## src/design/scope_pkg.sv

```systemverilog
// Shared constants and the generator state type for the oscilloscope capture path

`default_nettype none

package scope_pkg;

    // Stream word layout
    localparam int data_width = 32;
    localparam int channel_width = 8;

    // Channel numbering and the data pattern of the sample generator
    localparam int first_channel = 1;
    localparam int n_channels = 6;
    localparam int channel_step = 2000;
    localparam int output_bias = 0;

    // Packet length input and memory address widths
    localparam int length_width = 16;
    localparam int address_width = 16;

    // Quiet time after each completed packet, in clock cycles
    localparam int backoff_cycles = 16;
    localparam int backoff_width = $clog2(backoff_cycles + 1);

    // Stream buffer sizing
    localparam int fifo_depth = 8;
    localparam int fifo_pointer_width = $clog2(fifo_depth);
    localparam int fifo_count_width = $clog2(fifo_depth + 1);

    // Capture sequencer states
    typedef enum logic [2:0] {
        idle,
        wait_tick,
        emit,
        wait_done,
        backoff
    } gen_state_t;

endpackage

`default_nettype wire

```

## src/design/scope_sample_gen.sv

```systemverilog
// Sample generator that sequences captures and emits channel-tagged words

`timescale 1ns/1ps
`default_nettype none

module scope_sample_gen
    import scope_pkg::*;
(
    input  wire                      clock,
    input  wire                      reset,
    input  wire                      enable,
    input  wire                      trigger,
    input  wire                      timebase,
    input  wire [length_width-1:0]   packet_length,
    input  wire                      gen_ready,
    input  wire                      capture_done,
    output logic                     gen_valid,
    output logic [data_width-1:0]    gen_data,
    output logic [channel_width-1:0] gen_channel,
    output logic                     gen_last,
    output logic                     busy
);

    localparam logic [channel_width-1:0] channel_low = channel_width'(first_channel);
    localparam logic [channel_width-1:0] channel_high =
        channel_width'(first_channel + n_channels - 1);

    gen_state_t state;

    logic                     trigger_q;
    logic [length_width-1:0]  sample_index;
    logic [channel_width-1:0] channel;
    logic [backoff_width-1:0] backoff_count;

    logic                     start;
    logic                     accepted;
    logic                     last_channel;
    logic                     last_sample;
    logic [channel_width-1:0] channel_index;

    // Either the enable level or a fresh rising edge on trigger arms a capture
    assign start = enable || (trigger && !trigger_q);

    assign accepted = gen_valid && gen_ready;
    assign last_channel = (channel == channel_high);
    assign last_sample = (sample_index == packet_length - 1'b1);

    // Word value follows the sample index plus a fixed offset per channel
    assign channel_index = channel - channel_low;
    assign gen_data = data_width'(output_bias) + data_width'(sample_index)
                    + data_width'(channel_step) * data_width'(channel_index);

    // The payload comes straight from the counters, so it holds while a word waits
    assign gen_valid = (state == emit);
    assign gen_channel = channel;
    assign gen_last = last_channel && last_sample;
    assign busy = (state != idle);

    always_ff @(posedge clock) begin
        if (!reset) begin
            trigger_q <= 1'b0;
        end else begin
            trigger_q <= trigger;
        end
    end

    always_ff @(posedge clock) begin
        if (!reset) begin
            state <= idle;
            sample_index <= '0;
            channel <= channel_low;
            backoff_count <= '0;
        end else begin
            case (state)
                idle: begin
                    sample_index <= '0;
                    channel <= channel_low;
                    if (start) begin
                        state <= wait_tick;
                    end
                end

                wait_tick: begin
                    if (timebase) begin
                        state <= emit;
                    end
                end

                emit: begin
                    // Ticks seen here are dropped, the sample set is finished first
                    if (accepted) begin
                        if (last_channel) begin
                            channel <= channel_low;
                            if (last_sample) begin
                                sample_index <= '0;
                                state <= wait_done;
                            end else begin
                                sample_index <= sample_index + 1'b1;
                                state <= wait_tick;
                            end
                        end else begin
                            channel <= channel + 1'b1;
                        end
                    end
                end

                wait_done: begin
                    backoff_count <= '0;
                    if (capture_done) begin
                        state <= backoff;
                    end
                end

                backoff: begin
                    if (backoff_count == backoff_width'(backoff_cycles - 1)) begin
                        state <= idle;
                    end else begin
                        backoff_count <= backoff_count + 1'b1;
                    end
                end

                default: begin
                    state <= idle;
                end
            endcase
        end
    end

endmodule

`default_nettype wire

```

## src/design/scope_stream_fifo.sv

```systemverilog
// Valid/ready stream FIFO carrying sample data, channel tag and last flag

`timescale 1ns/1ps
`default_nettype none

module scope_stream_fifo
    import scope_pkg::*;
(
    input  wire                      clock,
    input  wire                      reset,
    input  wire                      gen_valid,
    input  wire [data_width-1:0]     gen_data,
    input  wire [channel_width-1:0]  gen_channel,
    input  wire                      gen_last,
    output logic                     gen_ready,
    output logic                     buf_valid,
    output logic [data_width-1:0]    buf_data,
    output logic [channel_width-1:0] buf_channel,
    output logic                     buf_last,
    input  wire                      buf_ready
);

    // Entry storage, one array per field
    logic [data_width-1:0]    data_mem    [fifo_depth];
    logic [channel_width-1:0] channel_mem [fifo_depth];
    logic                     last_mem    [fifo_depth];

    logic [fifo_pointer_width-1:0] write_pointer;
    logic [fifo_pointer_width-1:0] read_pointer;
    logic [fifo_count_width-1:0]   count;

    logic push;
    logic pop;

    assign gen_ready = (count != fifo_count_width'(fifo_depth));
    assign buf_valid = (count != '0);

    assign push = gen_valid && gen_ready;
    assign pop = buf_valid && buf_ready;

    // Head entry is read without a register stage
    assign buf_data = data_mem[read_pointer];
    assign buf_channel = channel_mem[read_pointer];
    assign buf_last = last_mem[read_pointer];

    always_ff @(posedge clock) begin
        if (push) begin
            data_mem[write_pointer] <= gen_data;
            channel_mem[write_pointer] <= gen_channel;
            last_mem[write_pointer] <= gen_last;
        end
    end

    always_ff @(posedge clock) begin
        if (!reset) begin
            write_pointer <= '0;
            read_pointer <= '0;
            count <= '0;
        end else begin
            if (push) begin
                if (write_pointer == fifo_pointer_width'(fifo_depth - 1)) begin
                    write_pointer <= '0;
                end else begin
                    write_pointer <= write_pointer + 1'b1;
                end
            end

            if (pop) begin
                if (read_pointer == fifo_pointer_width'(fifo_depth - 1)) begin
                    read_pointer <= '0;
                end else begin
                    read_pointer <= read_pointer + 1'b1;
                end
            end

            // A push and a pop in the same cycle leave the occupancy unchanged
            if (push && !pop) begin
                count <= count + 1'b1;
            end else if (pop && !push) begin
                count <= count - 1'b1;
            end
        end
    end

endmodule

`default_nettype wire

```

## src/design/scope_capture_writer.sv

```systemverilog
// Capture writer that turns stream words into addressed memory writes
// and reports each completed packet

`timescale 1ns/1ps
`default_nettype none

module scope_capture_writer
    import scope_pkg::*;
(
    input  wire                      clock,
    input  wire                      reset,
    input  wire                      buf_valid,
    input  wire [data_width-1:0]     buf_data,
    input  wire [channel_width-1:0]  buf_channel,
    input  wire                      buf_last,
    output logic                     buf_ready,
    output logic                     mem_valid,
    output logic [address_width-1:0] mem_address,
    output logic [data_width-1:0]    mem_data,
    output logic [channel_width-1:0] mem_channel,
    output logic                     mem_last,
    input  wire                      mem_ready,
    output logic                     capture_done,
    output logic [15:0]              capture_count
);

    logic [address_width-1:0] write_address;
    logic [address_width-1:0] address_next;

    logic take;
    logic written;

    // The output register takes a word when empty or while its word leaves
    assign buf_ready = !mem_valid || mem_ready;

    assign take = buf_valid && buf_ready;
    assign written = mem_valid && mem_ready;

    // Address for the next registered word
    // A completed write advances it, and a completed last write restarts the packet at 0
    always_comb begin
        if (written) begin
            if (mem_last) begin
                address_next = '0;
            end else begin
                address_next = mem_address + 1'b1;
            end
        end else begin
            address_next = write_address;
        end
    end

    always_ff @(posedge clock) begin
        if (!reset) begin
            mem_valid <= 1'b0;
            write_address <= '0;
        end else begin
            write_address <= address_next;
            if (take) begin
                mem_valid <= 1'b1;
            end else if (written) begin
                mem_valid <= 1'b0;
            end
        end
    end

    // Payload of the memory port, loaded only when a word is taken
    always_ff @(posedge clock) begin
        if (take) begin
            mem_address <= address_next;
            mem_data <= buf_data;
            mem_channel <= buf_channel;
            mem_last <= buf_last;
        end
    end

    // Packet completion goes back to the generator one cycle after the last write
    always_ff @(posedge clock) begin
        if (!reset) begin
            capture_done <= 1'b0;
            capture_count <= '0;
        end else begin
            capture_done <= written && mem_last;
            if (written && mem_last) begin
                capture_count <= capture_count + 1'b1;
            end
        end
    end

endmodule

`default_nettype wire

```

## src/design/scope_capture_top.sv

```systemverilog
// Top level of the capture path joining sample generator, stream FIFO and writer

`timescale 1ns/1ps
`default_nettype none

module scope_capture_top
    import scope_pkg::*;
(
    input  wire                      clock,
    input  wire                      reset,
    input  wire                      enable,
    input  wire                      trigger,
    input  wire                      timebase,
    input  wire [length_width-1:0]   packet_length,
    output logic                     mem_valid,
    output logic [address_width-1:0] mem_address,
    output logic [data_width-1:0]    mem_data,
    output logic [channel_width-1:0] mem_channel,
    output logic                     mem_last,
    input  wire                      mem_ready,
    output logic [15:0]              capture_count,
    output logic                     busy
);

    // Generator to FIFO stream
    logic                     gen_valid;
    logic                     gen_ready;
    logic [data_width-1:0]    gen_data;
    logic [channel_width-1:0] gen_channel;
    logic                     gen_last;

    // FIFO to writer stream
    logic                     buf_valid;
    logic                     buf_ready;
    logic [data_width-1:0]    buf_data;
    logic [channel_width-1:0] buf_channel;
    logic                     buf_last;

    logic capture_done;

    scope_sample_gen scope_sample_gen_i (
        .clock         (clock),
        .reset         (reset),
        .enable        (enable),
        .trigger       (trigger),
        .timebase      (timebase),
        .packet_length (packet_length),
        .gen_ready     (gen_ready),
        .capture_done  (capture_done),
        .gen_valid     (gen_valid),
        .gen_data      (gen_data),
        .gen_channel   (gen_channel),
        .gen_last      (gen_last),
        .busy          (busy)
    );

    scope_stream_fifo scope_stream_fifo_i (
        .clock       (clock),
        .reset       (reset),
        .gen_valid   (gen_valid),
        .gen_data    (gen_data),
        .gen_channel (gen_channel),
        .gen_last    (gen_last),
        .gen_ready   (gen_ready),
        .buf_valid   (buf_valid),
        .buf_data    (buf_data),
        .buf_channel (buf_channel),
        .buf_last    (buf_last),
        .buf_ready   (buf_ready)
    );

    scope_capture_writer scope_capture_writer_i (
        .clock         (clock),
        .reset         (reset),
        .buf_valid     (buf_valid),
        .buf_data      (buf_data),
        .buf_channel   (buf_channel),
        .buf_last      (buf_last),
        .buf_ready     (buf_ready),
        .mem_valid     (mem_valid),
        .mem_address   (mem_address),
        .mem_data      (mem_data),
        .mem_channel   (mem_channel),
        .mem_last      (mem_last),
        .mem_ready     (mem_ready),
        .capture_done  (capture_done),
        .capture_count (capture_count)
    );

endmodule

`default_nettype wire

```

## config.mk

```make
export PLATFORM = sky130hd
export DESIGN_NAME = scope_capture_top
export DESIGN_NICKNAME = d
export VERILOG_FILES = /design/src/design/scope_pkg.sv /design/src/design/scope_sample_gen.sv /design/src/design/scope_stream_fifo.sv /design/src/design/scope_capture_writer.sv /design/src/design/scope_capture_top.sv
export SDC_FILE = /design/constraint.sdc
export NUM_CORES = 1
export LEC_CHECK = 0
export BUFFER_PORTS_ARGS = -buffer_cell sky130_fd_sc_hd__buf_2
export CELL_PAD_IN_SITES_DETAIL_PLACEMENT = 1
export CELL_PAD_IN_SITES_GLOBAL_PLACEMENT = 1
export CORE_MARGIN = 2
export CORE_UTILIZATION = 51
export DETAILED_ROUTE_END_ITERATION = 8
export GPL_TIMING_DRIVEN = 0
export MAX_ROUTING_LAYER = met4
export PLACE_DENSITY_LB_ADDON = 0.1
export SLEW_MARGIN = 20
export SYNTH_ARGS = -nofsm -noshare
export SYNTH_HDL_FRONTEND = slang
export SYNTH_SLANG_ARGS = --single-unit
```

## constraint.sdc

```tcl
create_clock -name clock -period 8.8 [get_ports clock]
set_input_delay 1.76 -clock clock [delete_from_list [all_inputs] [get_ports clock]]
set_output_delay 1.76 -clock clock [all_outputs]
set_load 0.03 [all_outputs]
```

==> results of run 1 <==
-- timing repair --
action                                  4_1_cts  5_1_grt
endpoints found under the hold margin         0        0
hold buffers                                  0        0
endpoints found under the setup margin        0       48
gates resized for setup                       0        2
-- through the flow --
stage          instances  setup WS [ns]
6_report            1824          0.629
3_5_place_dp        1756          0.302
5_1_grt             1824         0.0526
4_1_cts             1824          0.252
2_1_floorplan       1205           1.94
3_3_place_gp        1729          0.568
-- area by class of cell --
class | instances | area share, %
clock buffer | 39 | 4.97
buffer | 61 | 1.58
multi-input combinational | 739 | 33.1
inverter | 51 | 0.987
tap | 442 | 2.85
sequential | 354 | 50.8
timing repair buffer | 109 | 3.61
clock inverter | 29 | 2.06
-- flip-flops by register name (all words and copies together) (netlist names) --
signal                                flops
scope_sample_gen_i.sample_index          16
scope_stream_fifo_i.last_mem              8
scope_sample_gen_i.gen_channel            8
scope_stream_fifo_i.channel_mem          64
scope_capture_writer_i.capture_count     16
scope_capture_writer_i.mem_channel        8
scope_capture_writer_i.mem_data          20
scope_capture_writer_i.mem_last           1
scope_capture_writer_i.mem_valid          1
scope_stream_fifo_i.read_pointer          3
scope_sample_gen_i.backoff_count          5
scope_capture_writer_i.capture_done       1
scope_stream_fifo_i.write_pointer         3
scope_capture_writer_i.mem_address       16
scope_stream_fifo_i.count                 4
scope_stream_fifo_i.data_mem            160
scope_capture_writer_i.write_address     16
scope_sample_gen_i.state                  3
scope_sample_gen_i.trigger_q              1
-- synthesized netlist by cell type, types with 8 or more instances --
master	instances	share of area [%]
nand2b_1	9	0.34
xnor2_1	61	3.2
nor2_1	44	0.99
mux2_2	30	2.0
xor2_1	36	1.9
nor3_1	22	0.66
fa_1	17	2.0
nand2_1	66	1.5
o21ai_0	35	1.1
nor4_1	8	0.30
clkbuf_1	37	0.83
dfxtp_1	77	9.2
edfxtp_1	277	50
a21oi_1	23	0.69
inv_1	51	1.1
mux4_2	58	7.8
buf_4	12	0.54
or3_1	12	0.45
and3_1	21	0.79
a21o_1	8	0.36
nand4_1	21	0.79
nand3_1	30	0.90
a31oi_1	16	0.60
a21boi_0	10	0.45
ha_1	68	5.1
and2_1	36	1.4
nor2b_1	22	0.83
-- critical path: stages (launching register included) --
cell and delay, ns:
dfxtp_1 0.57, clkbuf_1 0.43, inv_1 0.19, ha_1 0.22
a21boi_0 0.50, nand2_1 0.18, xor2_2 0.44, inv_1 0.13
ha_1 0.31, inv_1 0.05, fa_1 0.56, fa_1 0.45
fa_1 0.53, inv_1 0.04, ha_1 0.33, and3_1 0.16
a2111oi_1 0.71, o21ai_0 0.17, a21oi_1 0.23, xnor2_1 0.13
ha_1 0.22, or3_1 0.38, o211ai_1 0.26, xor2_1 0.65
-- layer usage --
metal | track usage, % | part of all wire [%] | vias up
li1 | - | - | 4774
met1 | 32.3 | 43 | 5296
met2 | 42.0 | 51 | 248
met3 | 2.58 | 3.6 | 73
met4 | 7.59 | 2.6 | 0
met5 | - | 0 | -
-- placed cells by master (no fill, tap or decap), types with 38 or more instances in the layout --
| master | n |
|---|---|
| buf_2 | 87 |
| nand2_1 | 66 |
| mux4_2 | 58 |
| dfxtp_1 | 77 |
| clkbuf_16 | 38 |
| xnor2_1 | 61 |
| inv_1 | 51 |
| ha_1 | 68 |
| edfxtp_1 | 277 |
| nor2_1 | 41 |
-- worst min path at each step --
stage,end,slack [ns],depth (start not counted)
after floorplan,scope_sample_gen_i.state[2],0.44,2
after global placement,scope_sample_gen_i.backoff_count[3],0.47,2
after detailed placement,scope_sample_gen_i.state[2],0.47,2
after CTS,scope_sample_gen_i.backoff_count[1],0.50,2
after global routing,scope_sample_gen_i.backoff_count[3],0.52,2
final,scope_sample_gen_i.backoff_count[1],0.49,2
-- kinds of logic (layout without fill, tap and decap cells) --
| logic type | count (synthesis) | count (layout) |
|---|---|---|
| buffers and inverters | 112 | 289 |
| muxes | 95 | 95 |
| other | 1 | 12 |
| DFF | 354 | 354 |
| adders and majority gates | 85 | 85 |
| and+or+nand+nor | 314 | 314 |
| AOI/OAI and AO/OA | 136 | 136 |
| xor gates and xnor gates | 97 | 97 |
==> impl_results.html, run 1 <==
<table>
<tr><th>Metric</th><th>Value</th></tr>
<tr><th colspan="2">Status</th></tr>
<tr><td>Outcome</td><td>completed</td></tr>
<tr><th colspan="2">Min path</th></tr>
<tr><td>Hold WC Path Type</td><td>register to register</td></tr>
<tr><td>Hold Path Origin</td><td>scope_sample_gen_i.backoff_count[1]</td></tr>
<tr><th colspan="2">Worst setup path</th></tr>
<tr><td>Number of cells on the worst reg-to-reg path</td><td>23</td></tr>
<tr><td>Critical path capture point type</td><td>register</td></tr>
<tr><td>Required time of the critical path</td><td>9.02 ns</td></tr>
<tr><td>CP max FO</td><td>10</td></tr>
<tr><td>Termination of the worst setup path</td><td>scope_stream_fifo_i.data_mem[5][18]</td></tr>
<tr><td>Worst Setup Start Kind</td><td>register</td></tr>
<tr><td>Crit path from</td><td>scope_sample_gen_i.gen_channel[2]</td></tr>
<tr><td>Worst R2R Start</td><td>scope_sample_gen_i.gen_channel[2]</td></tr>
<tr><td>Endpoint of the worst register-to-register path</td><td>scope_stream_fifo_i.data_mem[5][18]</td></tr>
<tr><td>Register-to-register path setup slack</td><td>0.63 ns</td></tr>
<tr><td>Start-to-end type of the worst setup path</td><td>register to register</td></tr>
<tr><td>Worst endpoint data arrival time</td><td>8.39 ns</td></tr>
<tr><th colspan="2">Logic synthesis</th></tr>
<tr><td>Number of synthesis warnings</td><td>0</td></tr>
<tr><td>Count of flip-flops with a built-in enable after synthesis</td><td>277</td></tr>
<tr><td>Share of the yosys chip area belonging to registers</td><td>59.2%</td></tr>
<tr><td>Synth Instances</td><td>1194</td></tr>
<tr><td>Compound-Gate Fraction of Synth Area</td><td>5.27%</td></tr>
<tr><td>Number of synthesized register bits</td><td>354</td></tr>
<tr><td>Adder-cell area share of the yosys netlist</td><td>7.15%</td></tr>
<tr><td>Xor and xnor area share after synthesis</td><td>5.10%</td></tr>
<tr><td>Synth Flop Type</td><td>edfxtp_1</td></tr>
<tr><td>Mean post-synth cell area</td><td>14.0 um^2</td></tr>
<tr><td>Proportion of synthesized area in mux cells</td><td>10.3%</td></tr>
<tr><td>Cell Area, Synth</td><td>0.0167 mm^2</td></tr>
<tr><td>Library cells used by synthesis</td><td>63</td></tr>
<tr><td>Simple-Gate Fraction of Synth Area</td><td>10.0%</td></tr>
<tr><td>Post-synth ARST share</td><td>0%</td></tr>
<tr><td>Dominant combinational cell family by area after synthesis</td><td>multiplexers</td></tr>
<tr><th colspan="2">Global route</th></tr>
<tr><td>Maximum number of pins on one net before global-route repair</td><td>28</td></tr>
<tr><td>Overflow after GRT</td><td>0</td></tr>
<tr><td>Initial antenna violation count</td><td>0</td></tr>
<tr><td>Global-route wire length before repair</td><td>62500 um</td></tr>
<tr><td>GRT Resource Usage Total</td><td>25.0%</td></tr>
<tr><td>Number of global-route vias before repair</td><td>10873</td></tr>
<tr><th colspan="2">STA</th></tr>
<tr><td>Worst-Margin Slew</td><td>1.01 ns</td></tr>
<tr><td>Fin crit share</td><td>92.8%</td></tr>
<tr><td>Worst setup skew after layout</td><td>0.0131 ns</td></tr>
<tr><td>Final period demand of the worst path</td><td>8.17 ns</td></tr>
<tr><td>Slew Limit Fails</td><td>0</td></tr>
<tr><td>Final-report setup violation count</td><td>0</td></tr>
<tr><td>Final Hold Vio Count</td><td>0</td></tr>
<tr><td>Highest clock frequency the design can meet</td><td>0.122 GHz</td></tr>
<tr><td>Final hold slack</td><td>0.491 ns</td></tr>
<tr><td>Unrepaired setup endpoints after global routing</td><td>false</td></tr>
<tr><td>Summed negative setup slack over all endpoints</td><td>0 ns</td></tr>
<tr><td>Headroom to the max-slew limit</td><td>32.9%</td></tr>
<tr><th colspan="2">Layout</th></tr>
<tr><td>Number of antenna diodes</td><td>0</td></tr>
<tr><td>Final instance area</td><td>0.0194 mm^2</td></tr>
<tr><td>Fraction of layout instances using a drive strength above 1</td><td>21.2%</td></tr>
<tr><td>Area of combinational cells with multiple inputs</td><td>0.00642 mm^2</td></tr>
<tr><td>Fill count</td><td>3194</td></tr>
<tr><td>Number of nets in the layout</td><td>1460</td></tr>
<tr><td>Register Area</td><td>0.00986 mm^2</td></tr>
<tr><td>Synthesis-to-finish area growth</td><td>16.3%</td></tr>
<tr><td>Utilization after layout</td><td>59.9%</td></tr>
<tr><th colspan="2">Route</th></tr>
<tr><td>Drt total wl</td><td>40200 um</td></tr>
<tr><td>Number of nets still failing antenna checks after routing</td><td>0</td></tr>
<tr><td>Number of remaining DRC errors</td><td>0</td></tr>
<tr><td>Vias</td><td>10391</td></tr>
<tr><td>Drt first-iter violations</td><td>604</td></tr>
<tr><td>Routed length per placed instance</td><td>22.0 um</td></tr>
<tr><td>Detailed-route vias per instance</td><td>5.70</td></tr>
<tr><td>Initial DRT Pass Iterations</td><td>4</td></tr>
<tr><th colspan="2">Die</th></tr>
<tr><td>DIE WIDTH</td><td>185 um</td></tr>
<tr><td>Initial Utilization</td><td>51.5%</td></tr>
<tr><td>Boundary Pins</td><td>97</td></tr>
<tr><td>Core box area</td><td>0.0324 mm^2</td></tr>
<tr><td>Floorplan die area</td><td>0.0341 mm^2</td></tr>
<tr><td>Die extent in y</td><td>185 um</td></tr>
<tr><td>Row cnt</td><td>66</td></tr>
<tr><th colspan="2">Clock tree</th></tr>
<tr><td>Worst-case clock buffer depth</td><td>3</td></tr>
<tr><td># H-tree levels</td><td>2</td></tr>
<tr><td>Clock transition time at the flip-flop clock pins of the worst setup and hold paths</td><td>0.06 ns</td></tr>
<tr><td>Clock latency of the later-clocked register in the worst-skew pair</td><td>0.53 ns</td></tr>
<tr><td>TritonCTS clock tree</td><td>done</td></tr>
<tr><td>CTS sink count</td><td>354</td></tr>
<tr><td>Clk root buf</td><td>clkbuf_16</td></tr>
<tr><td>Number of buffers created by CTS</td><td>37</td></tr>
<tr><td>Post-CTS repair timing setup buffer count</td><td>0</td></tr>
<tr><th colspan="2">Place</th></tr>
<tr><td>Routability congestion estimate from global placement</td><td>0.833</td></tr>
<tr><td>Total cell area at the placement stage</td><td>0.0180 mm^2</td></tr>
<tr><td># port buffers</td><td>82</td></tr>
<tr><td>Detail Placement HPWL</td><td>28100 um</td></tr>
<tr><th colspan="2">Run</th></tr>
<tr><td># Max-Cap Violations</td><td>0</td></tr>
</table>
Power of run 1 is not shown: default switching activity piles up to over one toggle a cycle in this logic, so the estimate is an artifact.
==> run 2: changes to the inputs <==
ABC_AREA = 1   (was default)
CORE_UTILIZATION = 48   (was 51)
==> run 2 against run 1 <==
  * Flip-flop and latch count unchanged
  * Fmax up 8.7%
  * Synthesized cell count up 49%
  * Register-to-register slack better by 0.66 ns
  * Critical path type unchanged
  * Largest cell class unchanged
==> impl_results.html, run 2 <==
<table>
<tr><th>Metric</th><th>Value</th></tr>
<tr><th colspan="2">Clock tree</th></tr>
<tr><td>Clock transition time at the flip-flop clock pins of the worst setup and hold paths</td><td>0.06 ns (about the same)</td></tr>
<tr><td>Clk root buf</td><td>clkbuf_16 (unchanged)</td></tr>
<tr><td>Clock latency of the later-clocked register in the worst-skew pair</td><td>0.55 ns (was 0.53 ns)</td></tr>
<tr><td># H-tree levels</td><td>2 (unchanged)</td></tr>
<tr><td>Worst-case clock buffer depth</td><td>3 (unchanged)</td></tr>
<tr><td>Hold Buf Count CTS</td><td>0 (unchanged)</td></tr>
<tr><td>CTS sink count</td><td>354 (unchanged)</td></tr>
<tr><td>Number of buffers created by CTS</td><td>39 (was 37)</td></tr>
<tr><td>TritonCTS clock tree</td><td>done (unchanged)</td></tr>
<tr><td>Post-CTS repair timing setup buffer count</td><td>0 (unchanged)</td></tr>
<tr><td>CTS resizes</td><td>0 (unchanged)</td></tr>
<tr><th colspan="2">Layout</th></tr>
<tr><td>Number of antenna diodes</td><td>0 (unchanged)</td></tr>
<tr><td>Top reg by flops</td><td>scope_stream_fifo_i.data_mem (unchanged)</td></tr>
<tr><td>Leading cell type in the layout, fill and taps excluded</td><td>nor2_1 (was edfxtp_1)</td></tr>
<tr><td>Fill count</td><td>3958 (was 3194)</td></tr>
<tr><td>Max FFs per register</td><td>160 (unchanged)</td></tr>
<tr><td>Largest registers</td><td>scope_stream_fifo_i.data_mem (160), scope_stream_fifo_i.channel_mem (64), scope_capture_writer_i.mem_data (20) (unchanged)</td></tr>
<tr><td>Synthesis-to-finish area growth</td><td>14.9% (was 16.3%)</td></tr>
<tr><td>Fraction of layout instances using a drive strength above 1</td><td>11.1% (was 21.2%)</td></tr>
<tr><td>Number of nets in the layout</td><td>2038 (was 1460)</td></tr>
<tr><td>Most used cells in the layout excluding fill and tap cells</td><td>nor2_1, edfxtp_1, nand2_1 (was edfxtp_1, buf_2, dfxtp_1)</td></tr>
<tr><th colspan="2">Worst setup path</th></tr>
<tr><td>Cell type of the slowest stage on the worst timing path</td><td>xnor2_1 (was a2111oi_1)</td></tr>
<tr><td>CP max FO</td><td>12 (was 10)</td></tr>
<tr><td>Required time of the critical path</td><td>9.03 ns (was 9.02 ns)</td></tr>
<tr><td>Worst endpoint data arrival time</td><td>7.75 ns (was 8.39 ns)</td></tr>
<tr><td>Start-to-end type of the worst setup path</td><td>register to register (unchanged)</td></tr>
<tr><td>Critical path capture point type</td><td>register (unchanged)</td></tr>
<tr><td>Register-to-register path setup slack</td><td>1.29 ns (was 0.63 ns)</td></tr>
<tr><td>Most frequent cell on the critical path</td><td>inv_1</td></tr>
<tr><td>Worst Setup Start Kind</td><td>register (unchanged)</td></tr>
<tr><td>Biggest cell delay along the critical path</td><td>0.69 ns (was 0.71 ns)</td></tr>
<tr><th colspan="2">Logic synthesis</th></tr>
<tr><td>Count of flip-flops with a built-in enable after synthesis</td><td>277 (unchanged)</td></tr>
<tr><td>Cell Area, Synth</td><td>0.0173 mm^2 (was 0.0167 mm^2)</td></tr>
<tr><td>Number of synthesis warnings</td><td>0 (unchanged)</td></tr>
<tr><td>Compound-Gate Fraction of Synth Area</td><td>10.4% (was 5.27%)</td></tr>
<tr><td>Proportion of synthesized area in mux cells</td><td>0% (was 10.3%)</td></tr>
<tr><td>Synth Flop Type</td><td>edfxtp_1 (unchanged)</td></tr>
<tr><td>Library cells used by synthesis</td><td>48 (was 63)</td></tr>
<tr><td>Adder-cell area share of the yosys netlist</td><td>6.88% (was 7.15%)</td></tr>
<tr><td>Synth Instances</td><td>1779 (was 1194)</td></tr>
<tr><td>Portion of synthesized cell area occupied by the leading cell type</td><td>48.0% (was 49.9%)</td></tr>
<tr><td>Most instantiated cells after synthesis</td><td>nor2_1, edfxtp_1, nand2_1, o21ai_0, inv_1 (was edfxtp_1, dfxtp_1, ha_1, nand2_1, xnor2_1)</td></tr>
<tr><td>Most area-consuming cells after synthesis</td><td>edfxtp_1, dfxtp_1, nor2_1 (was edfxtp_1, dfxtp_1, mux4_2)</td></tr>
<tr><td>Xor and xnor area share after synthesis</td><td>2.83% (was 5.10%)</td></tr>
<tr><td>Share of the yosys chip area belonging to registers</td><td>56.9% (was 59.2%)</td></tr>
<tr><td>Post-synth ARST share</td><td>0% (unchanged)</td></tr>
<tr><td>Mean post-synth cell area</td><td>9.74 um^2 (was 14.0 um^2)</td></tr>
<tr><td>Cell type with the highest aggregate area in the netlist</td><td>edfxtp_1 (unchanged)</td></tr>
<tr><td>Dominant cell by count in the synthesized netlist</td><td>nor2_1 (was edfxtp_1)</td></tr>
<tr><td>Dominant combinational cell family by area after synthesis</td><td>simple AND/OR/NAND/NOR gates (was multiplexers)</td></tr>
<tr><td>Number of synthesized register bits</td><td>354 (unchanged)</td></tr>
<tr><td>Simple-Gate Fraction of Synth Area</td><td>17.7% (was 10.0%)</td></tr>
<tr><th colspan="2">Die</th></tr>
<tr><td>Floorplan die area</td><td>0.0376 mm^2 (was 0.0341 mm^2)</td></tr>
<tr><td>Row cnt</td><td>69 (was 66)</td></tr>
<tr><td>Core box area</td><td>0.0356 mm^2 (was 0.0324 mm^2)</td></tr>
<tr><td>DIE WIDTH</td><td>194 um (was 185 um)</td></tr>
<tr><td>Die extent in y</td><td>194 um (was 185 um)</td></tr>
<tr><td>Boundary Pins</td><td>97 (unchanged)</td></tr>
<tr><td>Initial Utilization</td><td>48.7% (was 51.5%)</td></tr>
<tr><th colspan="2">STA</th></tr>
<tr><td>Fin crit share</td><td>85.4% (was 92.8%)</td></tr>
<tr><td>Final-report setup violation count</td><td>0 (unchanged)</td></tr>
<tr><td>Summed negative setup slack over all endpoints</td><td>0 ns (unchanged)</td></tr>
<tr><td>Slew Limit Fails</td><td>0 (unchanged)</td></tr>
<tr><td>Highest clock frequency the design can meet</td><td>0.133 GHz (was 0.122 GHz)</td></tr>
<tr><td>Headroom to the max-slew limit</td><td>31.7% (was 32.9%)</td></tr>
<tr><td>Final period demand of the worst path</td><td>7.51 ns (was 8.17 ns)</td></tr>
<tr><td>Final Hold Vio Count</td><td>0 (unchanged)</td></tr>
<tr><td>Worst setup skew after layout</td><td>0.0269 ns (was 0.0131 ns)</td></tr>
<tr><td>Worst-Margin Slew</td><td>1.02 ns (was 1.01 ns)</td></tr>
<tr><td>Unrepaired setup endpoints after global routing</td><td>false (unchanged)</td></tr>
<tr><th colspan="2">Global route</th></tr>
<tr><td>Initial antenna violation count</td><td>0 (unchanged)</td></tr>
<tr><td>Number of global-route vias before repair</td><td>14127 (was 10873)</td></tr>
<tr><td>Maximum number of pins on one net before global-route repair</td><td>26 (was 28)</td></tr>
<tr><td>GRT Resource Usage Total</td><td>27.2% (was 25.0%)</td></tr>
<tr><td>Overflow after GRT</td><td>0 (unchanged)</td></tr>
<tr><td>Global-route wire length before repair</td><td>78200 um (was 62500 um)</td></tr>
<tr><th colspan="2">Route</th></tr>
<tr><td>Number of remaining DRC errors</td><td>0 (unchanged)</td></tr>
<tr><td>Detailed-route vias per instance</td><td>5.54 (was 5.70)</td></tr>
<tr><td>Number of nets still failing antenna checks after routing</td><td>0 (unchanged)</td></tr>
<tr><td>Routed length per placed instance</td><td>20.5 um (was 22.0 um)</td></tr>
<tr><td>Drt first-iter violations</td><td>810 (was 604)</td></tr>
<tr><td>Drt total wl</td><td>49600 um (was 40200 um)</td></tr>
<tr><td>Vias</td><td>13426 (was 10391)</td></tr>
<tr><td>Initial DRT Pass Iterations</td><td>5 (was 4)</td></tr>
<tr><th colspan="2">Status</th></tr>
<tr><td>Outcome</td><td>completed (unchanged)</td></tr>
<tr><th colspan="2">Place</th></tr>
<tr><td>Detail Placement HPWL</td><td>35600 um (was 28100 um)</td></tr>
<tr><td># port buffers</td><td>83 (was 82)</td></tr>
<tr><td>Routability congestion estimate from global placement</td><td>0.878 (was 0.833)</td></tr>
<tr><th colspan="2">Run</th></tr>
<tr><td># Max-Cap Violations</td><td>0 (unchanged)</td></tr>
<tr><th colspan="2">Min path</th></tr>
<tr><td>Hold WC Path Type</td><td>register to register (unchanged)</td></tr>
</table>
## run 2: cell types whose count changed after synthesis, moves of 30 or more
cell and delta:
a21oi_1 +61, and2_1 -35, inv_1 +103, mux2_2 -30, mux4_2 -58, nand2_1 +178
nand3_1 +47, nor2_1 +272, o21ai_0 +126, xnor2_1 -38
## run 2: kinds of logic after synthesis
kind of cell,count (synthesis)
AOI/OAI and AO/OA,331
buffers and inverters,227
other,1
DFF,354
and+or+nand+nor,725
adders and majority gates,85
xor gates and xnor gates,56
## run 2: through the flow
step,setup WS (ns),instance area (um^2),instances,hold slack [ns],util [%]
2_1_floorplan,2.97,17400,1790,0.452,-
3_3_place_gp,0.784,18400,2334,0.459,51.6
3_5_place_dp,1.42,18700,2351,0.473,52.6
4_1_cts,1.37,19900,2422,0.479,55.9
5_1_grt,0.772,19900,2422,0.498,55.9
6_report,1.29,19900,2422,0.480,55.9
## run 2: final cells by class
| class | instances | area (um^2) | area share [%] |
|---|---|---|---|
| Multi-Input combinational cell | 1209 | 6650 | 33.4 |
| Inverter | 157 | 589 | 2.96 |
| Sequential cell | 354 | 9860 | 49.6 |
| Buffer | 70 | 333 | 1.67 |
| Tap cell | 461 | 577 | 2.90 |
| Clock buffer | 54 | 1060 | 5.34 |
| Clock inverter | 17 | 126 | 0.635 |
| Timing Repair Buffer | 100 | 704 | 3.54 |
## run 2: layer usage
metal | up-vias | GRT usage (%) | part of all wire, % | wire [um]
met2 | 294 | 47.4 | 51 | 25200
met4 | 0 | 8.00 | 2.8 | 1400
met5 | - | - | 0 | 0
met1 | 6670 | 33.3 | 42 | 21000
met3 | 80 | 3.13 | 3.9 | 1950
li1 | 6382 | - | - | -
## run 2: final timing paths
path,startpoint,depth (start not counted),end
max,scope_sample_gen_i.gen_channel[1],28,scope_stream_fifo_i.data_mem[6][18]
min,scope_capture_writer_i.write_address[3],2,scope_capture_writer_i.write_address[3]
max reg2reg,scope_sample_gen_i.gen_channel[1],28,scope_stream_fifo_i.data_mem[6][18]
min reg2reg,scope_capture_writer_i.write_address[3],2,scope_capture_writer_i.write_address[3]
## run 2: worst max-delay path: cells and delay by family, from the launching register on
| kind | cells | cell delay, ns |
|---|---|---|
| AOI/OAI and AO/OA | 4 | 0.78 |
| xor gates and xnor gates | 3 | 1.27 |
| DFF | 1 | 0.68 |
| and+or+nand+nor | 8 | 0.77 |
| buffers and inverters | 6 | 0.77 |
| adders and majority gates | 7 | 2.93 |
Power of run 2 is left out for the same reason.
